File: src/source/cps2_pkg.sv
// Shared widths, register offsets and beta checksum list for the CPS2 decryptor
// Also the opcode word union used by the Feistel stages
package cps2_pkg;

    localparam int CFG_BYTES = 20;              // Configuration bytes per load
    localparam int CFG_W     = CFG_BYTES * 8;   // Raw shift register width
    localparam int KEY_W     = 64;
    localparam int RNG_W     = 16;              // Address limit, top of cfg
    localparam int ADDR_W    = 24;              // Opcode word address
    localparam int WORD_W    = 16;              // Opcode word
    localparam int SUM_W     = 12;              // Byte checksum
    localparam int N_ROUNDS  = 4;               // Rounds and pipeline depth
    localparam int BETA_N    = 26;

    // Beta boards get the low key bits forced high
    localparam logic BETA_EN = 1'b1;

    // Checksums of known development board configurations
    localparam logic [SUM_W-1:0] BETA_SUMS [BETA_N] = '{
        12'h7AC, 12'h7D9, 12'h725, 12'h59F, 12'h6F8, 12'h743,
        12'h70C, 12'h6F5, 12'h6EB, 12'h646, 12'h683,
        12'h51C, 12'h5F9, 12'h604, 12'h4C1,
        12'h741, 12'h6BB,
        12'h647, 12'h628, 12'h4BD, 12'h4B5,
        12'h747, 12'h666, 12'h6C0, 12'h6CF, 12'h6ED
    };

    // Register map, word offsets on wb_adr
    localparam logic [2:0] REG_KEYDATA = 3'd0;  // Config byte, write only strobe
    localparam logic [2:0] REG_STATUS  = 3'd1;  // Busy, beta, byte count
    localparam logic [2:0] REG_ADDRLO  = 3'd2;  // Address bits 15:0
    localparam logic [2:0] REG_ADDRHI  = 3'd3;  // Address bits 23:16
    localparam logic [2:0] REG_CIPHER  = 3'd4;  // Encrypted word, starts decrypt
    localparam logic [2:0] REG_PLAIN   = 3'd5;  // Latest result

    typedef struct packed {
        logic [7:0] hi;                         // Left Feistel half
        logic [7:0] lo;                         // Right Feistel half
    } cps2_half_t;

    // One opcode word, seen whole or as two round halves
    typedef union packed {
        logic [WORD_W-1:0] word;
        cps2_half_t        half;
    } cps2_word_u;

endpackage

File: src/source/cps2_decrypt.sv
`timescale 1ns/1ps
// Four stage pipelined Feistel decryptor, one round per stage
// Words outside the address limit pass through with the same latency
module cps2_decrypt (
    input  logic                        clk,
    input  logic                        rst,
    input  logic                        in_valid,
    input  logic [cps2_pkg::WORD_W-1:0] in_word,
    input  logic [cps2_pkg::ADDR_W-1:0] in_addr,
    input  logic [cps2_pkg::KEY_W-1:0]  key,
    input  logic [cps2_pkg::RNG_W-1:0]  addr_rng,
    output logic                        out_valid,
    output logic [cps2_pkg::WORD_W-1:0] out_word
);
    import cps2_pkg::*;

    logic       in_en;      // Address below limit
    cps2_word_u in_u;

    // Rotate a byte left, n between 1 and 7
    function automatic logic [7:0] rotl8(input logic [7:0] x, input int n);
        logic [15:0] dbl;
        dbl = {x, x} << n;
        return dbl[15:8];
    endfunction

    // Decision made once, top 16 address bits against the limit
    assign in_en = in_addr[ADDR_W-1 -: RNG_W] < addr_rng;
    assign in_u  = cps2_word_u'(in_word);

    for (genvar r = 0; r < N_ROUNDS; r++) begin : g_round
        logic       v_d;
        logic       en_d;
        logic [7:0] a_d;        // Address low byte, salts the subkey
        logic [7:0] sub;
        cps2_word_u w_d;
        cps2_word_u w_n;

        logic       v_q;
        logic       en_q;
        logic [7:0] a_q;
        cps2_word_u w_q;

        if (r == 0) begin : g_entry
            assign v_d  = in_valid;
            assign en_d = in_en;
            assign a_d  = in_addr[7:0];
            assign w_d  = in_u;
        end else begin : g_chain
            assign v_d  = g_round[r-1].v_q;
            assign en_d = g_round[r-1].en_q;
            assign a_d  = g_round[r-1].a_q;
            assign w_d  = g_round[r-1].w_q;
        end

        assign sub = key[8*r +: 8] ^ a_d;       // Key byte r

        always_comb begin
            w_n = w_d;                          // Pass through by default
            if (en_d) begin
                w_n.half.hi = w_d.half.lo;
                w_n.half.lo = w_d.half.hi ^ rotl8(w_d.half.lo ^ sub, r + 1);
            end
        end

        always_ff @(posedge clk or posedge rst) begin
            if (rst) begin
                v_q <= 1'b0;
            end else begin
                v_q <= v_d;
            end
        end

        // Payload follows valid, no reset needed
        always_ff @(posedge clk) begin
            w_q  <= w_n;
            a_q  <= a_d;
            en_q <= en_d;
        end
    end

    assign out_valid = g_round[N_ROUNDS-1].v_q;        // N_ROUNDS after in_valid
    assign out_word  = g_round[N_ROUNDS-1].w_q.word;

endmodule

File: src/source/cps2_keyload.sv
`timescale 1ns/1ps
// Configuration byte loader with checksum based beta detection
// Unscrambles the 160-bit stream into the 64-bit key and the address limit
module cps2_keyload (
    input  logic                       clk,
    input  logic                       rst,
    input  logic [7:0]                 key_byte,
    input  logic                       key_we,
    output logic [cps2_pkg::RNG_W-1:0] addr_rng,
    output logic [cps2_pkg::KEY_W-1:0] key,
    output logic                       beta,
    output logic [4:0]                 byte_count
);
    import cps2_pkg::*;

    logic             we_q;         // Strobe from last cycle
    logic             we_edge;      // One byte per strobe
    logic             sum_new;      // Sum changed on last edge
    logic             sum_hit;      // Sum found in beta list
    logic [SUM_W-1:0] sum;
    logic [CFG_W-1:0] raw;          // Bytes as received, newest on top
    logic [CFG_W-1:0] cfg;          // Unscrambled configuration

    assign we_edge = key_we & ~we_q;

    always_ff @(posedge clk or posedge rst) begin
        if (rst) begin
            we_q       <= 1'b0;
            sum_new    <= 1'b0;
            raw        <= '0;
            sum        <= '0;
            byte_count <= '0;
            beta       <= 1'b1;     // Reads as beta until first byte
        end else begin
            we_q    <= key_we;
            sum_new <= we_edge;
            if (we_edge) begin
                raw        <= {key_byte, raw[CFG_W-1:8]};  // Shift in from top
                sum        <= sum + SUM_W'(key_byte);
                byte_count <= byte_count + 5'd1;          // Wraps at 32
            end
            if (sum_new) begin
                beta <= sum_hit;    // One cycle behind the sum
            end
        end
    end

    // Known development board checksums
    always_comb begin
        case (sum)
            BETA_SUMS[0],  BETA_SUMS[1],  BETA_SUMS[2],  BETA_SUMS[3],
            BETA_SUMS[4],  BETA_SUMS[5],  BETA_SUMS[6],  BETA_SUMS[7],
            BETA_SUMS[8],  BETA_SUMS[9],  BETA_SUMS[10], BETA_SUMS[11],
            BETA_SUMS[12], BETA_SUMS[13], BETA_SUMS[14], BETA_SUMS[15],
            BETA_SUMS[16], BETA_SUMS[17], BETA_SUMS[18], BETA_SUMS[19],
            BETA_SUMS[20], BETA_SUMS[21], BETA_SUMS[22], BETA_SUMS[23],
            BETA_SUMS[24], BETA_SUMS[25]: sum_hit = 1'b1;
            default:                      sum_hit = 1'b0;
        endcase
    end

    // The board scrambles config in 16-bit words. Output word w, counted from
    // the top, takes source word bits 15:10 then 7:0, then bits 9:8 of the
    // source word below it. Words 6..9 come from their pair partner.
    always_comb begin
        int src;
        int base;
        int idx;
        cfg = '0;
        for (int w = 0; w < CFG_W / 16; w++) begin
            src  = (w >= 6) ? (w ^ 1) : w;      // Key words are swapped in pairs
            base = 16 * src;
            for (int j = 0; j < 16; j++) begin
                if (j < 6) begin
                    idx = base + 10 + j;        // Upper six bits first
                end else if (j < 14) begin
                    idx = base + j - 6;         // Low byte
                end else begin
                    idx = (base + CFG_W - 8 + j - 14) % CFG_W;  // Borrowed pair
                end
                cfg[CFG_W - 1 - 16 * w - j] = raw[idx];
            end
        end
    end

    assign addr_rng = cfg[CFG_W-1 -: RNG_W];
    assign key      = cfg[KEY_W-1:0] | {{(KEY_W - 10){1'b0}}, {10{BETA_EN & beta}}};

endmodule

File: src/source/cps2_top.sv
`timescale 1ns/1ps
// CPS2 decryption front end, bus slave plus key loader plus decryptor
module cps2_top (
    input  logic        clk,
    input  logic        rst,
    input  logic        wb_cyc,
    input  logic        wb_stb,
    input  logic        wb_we,
    input  logic [2:0]  wb_adr,
    input  logic [15:0] wb_dat_i,
    output logic [15:0] wb_dat_o,
    output logic        wb_ack
);
    import cps2_pkg::*;

    logic [7:0]        key_byte;
    logic              key_we;
    logic              beta;
    logic [4:0]        byte_count;
    logic [KEY_W-1:0]  key;
    logic [RNG_W-1:0]  addr_rng;    // Decrypt limit on address bits 23:8
    logic              in_valid;
    logic [WORD_W-1:0] in_word;
    logic [ADDR_W-1:0] in_addr;
    logic              out_valid;
    logic [WORD_W-1:0] out_word;

    cps2_wb_regs i_wb_regs (
        .clk        (clk),
        .rst        (rst),
        .wb_cyc     (wb_cyc),
        .wb_stb     (wb_stb),
        .wb_we      (wb_we),
        .wb_adr     (wb_adr),
        .wb_dat_i   (wb_dat_i),
        .wb_dat_o   (wb_dat_o),
        .wb_ack     (wb_ack),
        .key_byte   (key_byte),
        .key_we     (key_we),
        .beta       (beta),
        .byte_count (byte_count),
        .in_valid   (in_valid),
        .in_word    (in_word),
        .in_addr    (in_addr),
        .out_valid  (out_valid),
        .out_word   (out_word)
    );

    cps2_keyload i_keyload (
        .clk        (clk),
        .rst        (rst),
        .key_byte   (key_byte),
        .key_we     (key_we),
        .addr_rng   (addr_rng),
        .key        (key),
        .beta       (beta),
        .byte_count (byte_count)
    );

    cps2_decrypt i_decrypt (
        .clk        (clk),
        .rst        (rst),
        .in_valid   (in_valid),
        .in_word    (in_word),
        .in_addr    (in_addr),
        .key        (key),
        .addr_rng   (addr_rng),
        .out_valid  (out_valid),
        .out_word   (out_word)
    );

endmodule

File: src/source/cps2_wb_regs.sv
`timescale 1ns/1ps
// Wishbone classic slave with the decryptor register map
// Drives key byte strobes and decrypt requests, captures results
module cps2_wb_regs (
    input  logic                        clk,
    input  logic                        rst,
    input  logic                        wb_cyc,
    input  logic                        wb_stb,
    input  logic                        wb_we,
    input  logic [2:0]                  wb_adr,
    input  logic [15:0]                 wb_dat_i,
    output logic [15:0]                 wb_dat_o,
    output logic                        wb_ack,
    output logic [7:0]                  key_byte,
    output logic                        key_we,
    input  logic                        beta,
    input  logic [4:0]                  byte_count,
    output logic                        in_valid,
    output logic [cps2_pkg::WORD_W-1:0] in_word,
    output logic [cps2_pkg::ADDR_W-1:0] in_addr,
    input  logic                        out_valid,
    input  logic [cps2_pkg::WORD_W-1:0] out_word
);
    import cps2_pkg::*;

    logic              acc;         // Transfer taken this cycle
    logic              wr;
    logic [15:0]       addr_lo;
    logic [7:0]        addr_hi;
    logic [WORD_W-1:0] plain;       // Latest decryptor result
    logic [1:0]        pend;        // Words in flight
    logic              busy;
    logic [15:0]       rd_mux;

    // No wait states, second cycle of a transfer is the ack
    assign acc     = wb_cyc & wb_stb & ~wb_ack;
    assign wr      = acc & wb_we;
    assign busy    = |pend;
    assign in_addr = {addr_hi, addr_lo};

    always_ff @(posedge clk or posedge rst) begin
        if (rst) begin
            wb_ack   <= 1'b0;
            key_we   <= 1'b0;
            in_valid <= 1'b0;
            addr_lo  <= '0;
            addr_hi  <= '0;
            plain    <= '0;
            pend     <= '0;
        end else begin
            wb_ack   <= acc;                            // Single cycle ack
            key_we   <= wr && (wb_adr == REG_KEYDATA);
            in_valid <= wr && (wb_adr == REG_CIPHER);
            if (wr && (wb_adr == REG_ADDRLO)) begin
                addr_lo <= wb_dat_i;
            end
            if (wr && (wb_adr == REG_ADDRHI)) begin
                addr_hi <= wb_dat_i[7:0];
            end
            if (out_valid) begin
                plain <= out_word;                      // Newest result wins
            end
            case ({in_valid, out_valid})
                2'b10:   pend <= pend + 2'd1;
                2'b01:   pend <= pend - 2'd1;
                default: pend <= pend;                  // Both or neither
            endcase
        end
    end

    // Data path registers
    always_ff @(posedge clk) begin
        if (wr && (wb_adr == REG_KEYDATA)) begin
            key_byte <= wb_dat_i[7:0];
        end
        if (wr && (wb_adr == REG_CIPHER)) begin
            in_word <= wb_dat_i;
        end
        if (acc) begin
            wb_dat_o <= rd_mux;                         // Valid with ack
        end
    end

    always_comb begin
        case (wb_adr)
            REG_KEYDATA: rd_mux = {8'h00, key_byte};
            REG_STATUS:  rd_mux = {8'h00, byte_count, 1'b0, beta, busy};
            REG_ADDRLO:  rd_mux = addr_lo;
            REG_ADDRHI:  rd_mux = {8'h00, addr_hi};
            REG_CIPHER:  rd_mux = in_word;
            REG_PLAIN:   rd_mux = plain;
            default:     rd_mux = 16'h0000;             // Unmapped
        endcase
    end

endmodule
File: config.mk
export PLATFORM = sky130hd
export DESIGN_NAME = cps2_top
export DESIGN_NICKNAME = d
export VERILOG_FILES = /design/src/source/cps2_pkg.sv /design/src/source/cps2_decrypt.sv /design/src/source/cps2_keyload.sv /design/src/source/cps2_top.sv /design/src/source/cps2_wb_regs.sv
export SDC_FILE = /design/constraint.sdc
export NUM_CORES = 1
export LEC_CHECK = 0
export BUFFER_PORTS_ARGS = -buffer_cell sky130_fd_sc_hd__buf_2
export CAP_MARGIN = 10
export CELL_PAD_IN_SITES_DETAIL_PLACEMENT = 1
export CELL_PAD_IN_SITES_GLOBAL_PLACEMENT = 2
export CORE_ASPECT_RATIO = 1.4
export CORE_UTILIZATION = 35
export DETAILED_ROUTE_END_ITERATION = 10
export GPL_TIMING_DRIVEN = 0
export HOLD_SLACK_MARGIN = 0.06
export PLACE_DENSITY = 0.75
export RECOVER_POWER = 100
export SLEW_MARGIN = 20
export SYNTH_ARGS = -nofsm -noshare
export SYNTH_HDL_FRONTEND = slang
export SYNTH_HIERARCHICAL = 1
export SYNTH_SLANG_ARGS = --single-unit
export TNS_END_PERCENT = 1
File: constraint.sdc
create_clock -name clk -period 6.4 [get_ports clk]
set_input_delay 1.6 -clock clk [delete_from_list [all_inputs] [get_ports clk]]
set_output_delay 1.6 -clock clk [all_outputs]
set_load 0.01 [all_outputs]
==> Yosys cells after proc, flatten, opt, wreduce, memory -nomap -nowiden <==
Cells that the tools add are included.
{ "classes": {"add_sub_neg": 4, "magnitude_cmp": 1, "eq_ne": 33, "n_mux": 7, "bitwise": 19, "n_reduce_logical": 8} }
{ "op_table": {"columns": ["operator", "count"], "rows": [
  ["12-bit by 11-bit equality test with 1-bit output, second input constant", 26],
  ["16-bit one-hot mux with 6 select lines", 1],
  ["8-bit XOR", 12],
  ["16-bit two-way mux", 4],
  ["32-bit by 10-bit bitwise OR with 32-bit output", 1],
  ["26-bit OR reduction", 1],
  ["16-bit < comparator", 1],
  ["12-bit by 8-bit adder with 12-bit output", 1],
  ["3-bit by 2-bit equality test with 1-bit output, second input constant", 2],
  ["3-bit equality test, second input constant", 2],
  ["5-bit by 1-bit adder with 5-bit output, second input constant", 1],
  ["1-bit bitwise AND", 4],
  ["1-bit logical AND", 4],
  ["2-bit one-hot mux with 2 select lines", 1],
  ["3-bit by 1-bit equality test with 1-bit output, second input constant", 1],
  ["3-bit logical NOT", 1],
  ["2-bit by 1-bit adder with 2-bit output, second input constant", 1],
  ["2-bit by 1-bit equality test with 1-bit output, second input constant", 1],
  ["2-bit equality test, second input constant", 1],
  ["1-bit NOT", 2],
  ["2-bit nonzero test", 1],
  ["2-bit OR reduction", 1],
  ["2-bit by 1-bit subtractor with 2-bit output, second input constant", 1],
  ["1-bit two-way mux", 1]
]} }
{ "totals": {"register_bits": 360, "input_bits": 24, "out_inout_bits": 17, "word_cells": 102} }

==> Depth between registers and ports, before layout <==
{ "depth": {"ltp_word": 5, "mapped_depth": 10, "depth_no_buf": 7} }

==> By module <==
The synthesis kept the hierarchy.
{ "by_module_without_submodules": {"columns": ["module", "n_inst", "cells_each", "area_per_inst_um2", "seq_area_each_um2"], "rows": [
  ["cps2_keyload", 1, 965, 8299.2, 4505.6],
  ["cps2_decrypt", 1, 342, 3936.3, 1921.8],
  ["cps2_wb_regs", 1, 226, 3547.2, 2327.2]
]} }

==> Worst setup path before layout <==
Ideal clock, no wire load.
{ "synth_timing": {"kind": "input to register", "startpoint": "input port wb_adr[0]", "endpoint": "register i_wb_regs/in_word[0] (netlist bit), enable pin", "setup_ns": 0.411, "arrival_ns": 3.322, "required_time_ns": 5.989, "slack_ns": 2.667, "cell_stages": 4, "n_path_buf": 3, "cell_sequence": "buf_2 > buf_6 > buf_4 > nor3_1"} }
{ "synth_between": {"elab_chain_len": 2} }
{ "synth_rtl": {"columns": ["item", "line_no", "source"], "rows": [
  ["start, declared", "cps2_top.sv:9", "input logic [2:0] wb_adr,"],
  ["3-bit equality test", "cps2_wb_regs.sv:76", "if (wr && (wb_adr == REG_CIPHER)) begin"],
  ["1-bit logical AND", "cps2_wb_regs.sv:76", null],
  ["end signal, assigned", "cps2_wb_regs.sv:77", "in_word <= wb_dat_i;"],
  ["end, declared", "cps2_wb_regs.sv:19", "output logic [cps2_pkg::WORD_W-1:0] in_word,"]
]} }
No other way between the ends.
A chain may end at the register's enable or synchronous reset.

==> metrics.md <==
| Metric | Value |
|---|---|
| Sum of negative setup slack | 0 ps |
| Crit path required time | 7070 ps |
| Boundary pin count | 41 |
| Final min period | 4020 ps |
| Initial core utilization | 35.4% |
| Number of cells in the finished layout apart from fillers | 2,178 |
| Hold-fix buffers, CTS | 0 |
| Multi-input combinational cell area | 5920 um^2 |
| Final worst-path setup slack | 2380 ps |
| Number of cell rows | 91 |
| Worst rel slew slack | -19.0% |
| Die area | 45,300 um^2 |
| Total global-route track usage | 19.2% |
| Number of vias after detailed routing | 10,400 |
| Number of instances resized during post-cts repair | 0 |
| Gp weighted congestion | 0.807 |
| Global route total overflow | 0 |
| Number of I/O port buffers | 40 |
| CTS Buffer Depth | 3 |
| Skew final | 30.6 ps |
| Commonest cells after routing, fill and taps aside | nand2_1, dfrtp_1, clkbuf_1, xnor2_1, dfxtp_1 |
| Number of antenna violations at the first check in global routing | 0 |
| CP Max Fanout | 30 |
| Register-to-register setup slack | 2940 ps |
| Inserted Diodes | 0 |
| Core ar. | 43,900 um^2 |
| Number of stages on the worst hold path | 0 |
| Number of nets still failing antenna checks after routing | 0 |
| Die width | 180 um |
| Unrepaired setup endpoints after global routing | no |
| Setup fix buffers added after clock tree synthesis | 0 |
| FMAX | 249 MHz |
| Reg-to-reg critical path endpoint | i_decrypt/g_round[0].w_q[7] |
| Number of endpoints with negative hold slack in the final report | 0 |
| Largest net degree at the start of global routing | 32 |
| Total number of clock tree sinks | 360 |
| Detailed Place HPWL | 31,700 um |
| Worst slack at placement | 3030 ps |
| Net count of the mapped netlist | 1,551 |
| Number of standard cells after synthesis | 1,501 |
| Total count of max-transition violations in the final report | 28 |
| Count of placed standard cells including taps | 2,109 |
| Most common cell after layout, fill and taps aside | nand2_1 |
| Buffers and inverters on the worst path | 6 |
| Stages on the worst setup path | 6 |
| Violated checks | capacitance limit, slew limit |
| Final setup viols | 0 |
| Worst Reg-to-Reg Cells | 10 |
| Detail-routed via count per cell | 4.77 |
| Largest incremental delay on the critical path | 1350 ps |
| Residual DRC | 0 |
| Vertical die dimension | 251 um |
| Crit. End Element | asynchronous set/reset pin |
| Startpoint of the lowest-slack register-to-register path | i_keyload/raw[12] |
| Result of the run | finished with violations |
| Post-route fraction of the period consumed by the critical path | 62.7% |
| CTS Buf Count | 39 |
| Critical setup path kind | input port to asynchronous set/reset pin |
| Total area of sequential cells | 8750 um^2 |
| Net count, final | 1,642 |
| Number of filler cells placed in the layout | 4,946 |
| Series of cell instances along the critical path | clkbuf_1 -> clkinvlp_2 -> clkbuf_1 -> buf_12 -> buf_12 -> buf_12 |
| Launching instance or port of the critical path | rst |
| Sequential share of power | 45.0% |
| DRT iter0 DRCs | 305 |
| Hold path start | i_decrypt/g_round[2].v_q |
| Most common cell on crit path | buf_12 |
| P_leak | 0.00826 uW |
| Family with the most delay on the worst path | buffers and inverters |
| Maximum vdd drop | 254 uV |
| Nature of the critical path startpoint | input port |
| Tightest Pin Transition | 1780 ps |
| Share of cells above drive strength 1 | 10.0% |
| Area growth from synthesis to final layout | 13.5% |
| Part of the total power dissipated in combinational logic | 21.0% |
| Internal Dissipation | 4610 uW |
| Via count of the first global-routing pass | 11,400 |
| Count of TritonRoute iterations in the first routing pass | 4 |
| Clock tree from TritonCTS | yes |
| Worst Path Arrival | 4680 ps |
| Count of synthesis-stage warnings from yosys | 6 |
| Max-cap violation count | 1 |
| Switch share | 29.7% |
| Hold path endpoint | i_decrypt/out_valid |
| Netlist area before placement | 15,500 um^2 |
| Switching power of the nets | 1950 uW |
| H-tree lvl count | 2 |
| Reg clk slew, reported paths | 60 ps |
| Routed wire per std cell | 19.1 um |
| Min-Delay Path Class | flip-flop to flip-flop |
| Total detailed-routing wirelength | 41,700 um |
| Post-Syn Area per Cell | 10.4 um^2 |
| Cell type of the slowest stage on the worst timing path | clkbuf_1 |
| PwrDens | 372 nW/um^2 |
| Wire length of the first global-routing pass | 66,700 um |
| Clk Latency, worst-skew pair | 560 ps |
| Part of the total power dissipated in the clock network | 34.0% |
| CTS root buffer | clkbuf_16 |
## layout make-up
type,count,share of cell area (%)
buffer,114,3.48
clock buffer,55,6.28
clock inverter,14,0.866
inverter,28,0.603
multi-input combinational,999,33.6
sequential,360,49.6
tap,558,3.96
timing repair buffer,50,1.60
## worst register-to-register path, delay by kind of cell, from the launching register on
kind | cells | cell delay (ps)
flip-flops | 1 | 420
AO/OA/AOI/OAI | 2 | 640
multiplexers | 1 | 410
adder cells (fa/ha/maj) | 1 | 300
buffers and inverters | 4 | 1180
AND/OR/NAND/NOR | 2 | 370
## layer usage
| layer | up-vias | global-route usage, % | wire [um] |
|---|---|---|---|
| li1 | 5059 | - | - |
| met2 | 105 | 36.2 | 22400 |
| met1 | 5168 | 21.9 | 17000 |
| met5 | - | 0 | 0 |
| met3 | 53 | 2.36 | 883 |
| met4 | 0 | 7.89 | 1440 |
## power by group through the flow
stage                     clock network (uW)  logic, uW  registers, uW
final                                   2230       1380           2950
after global routing                    2370       1520           3000
after CTS                               2300       1470           2960
after detailed placement                   0       1460           3000
after global placement                     0       1430           2990
after floorplan                            0       1080           2870
## through the flow
stage / area (um^2) / utilization [%] / power [uW] / hold WS (ps)
after floorplan: 15500 / - / 3950 / 329
after global placement: 16400 / 37.4 / 4410 / 340
after detailed placement: 16600 / 37.8 / 4460 / 344
after CTS: 17900 / 40.7 / 6730 / 356
after global routing: 17600 / 40.1 / 6880 / 368
final: 17600 / 40.1 / 6560 / 354
## sequential cells by signal, indices dropped and copies added (netlist names), 5 cells and up
signal and cells:
i_wb_regs/in_word 16, i_decrypt/g_round.w_q 48, i_keyload/sum 12, i_decrypt/g_round.a_q 24, i_wb_regs/key_byte 8, i_wb_regs/addr_lo 16, i_decrypt/out_word 16, i_keyload/raw 160
i_keyload/byte_count 5, i_wb_regs/wb_dat_o 16, i_wb_regs/addr_hi 8, i_wb_regs/plain 16
## worst max-delay path by stage
| stage | end | slack [ps] |
|---|---|---|
| CTS | i_wb_regs/key_byte[5] | 3580 |
| finish | i_keyload/beta | 2380 |
| global placement | i_keyload/raw[150] | 1090 |
| global route | i_keyload/beta | 1920 |
| detailed placement | i_wb_regs/key_byte[4] | 3030 |
| floorplan | i_keyload/byte_count[0] | 2490 |
No activity file was read; power rests on OpenSTA's default activity.
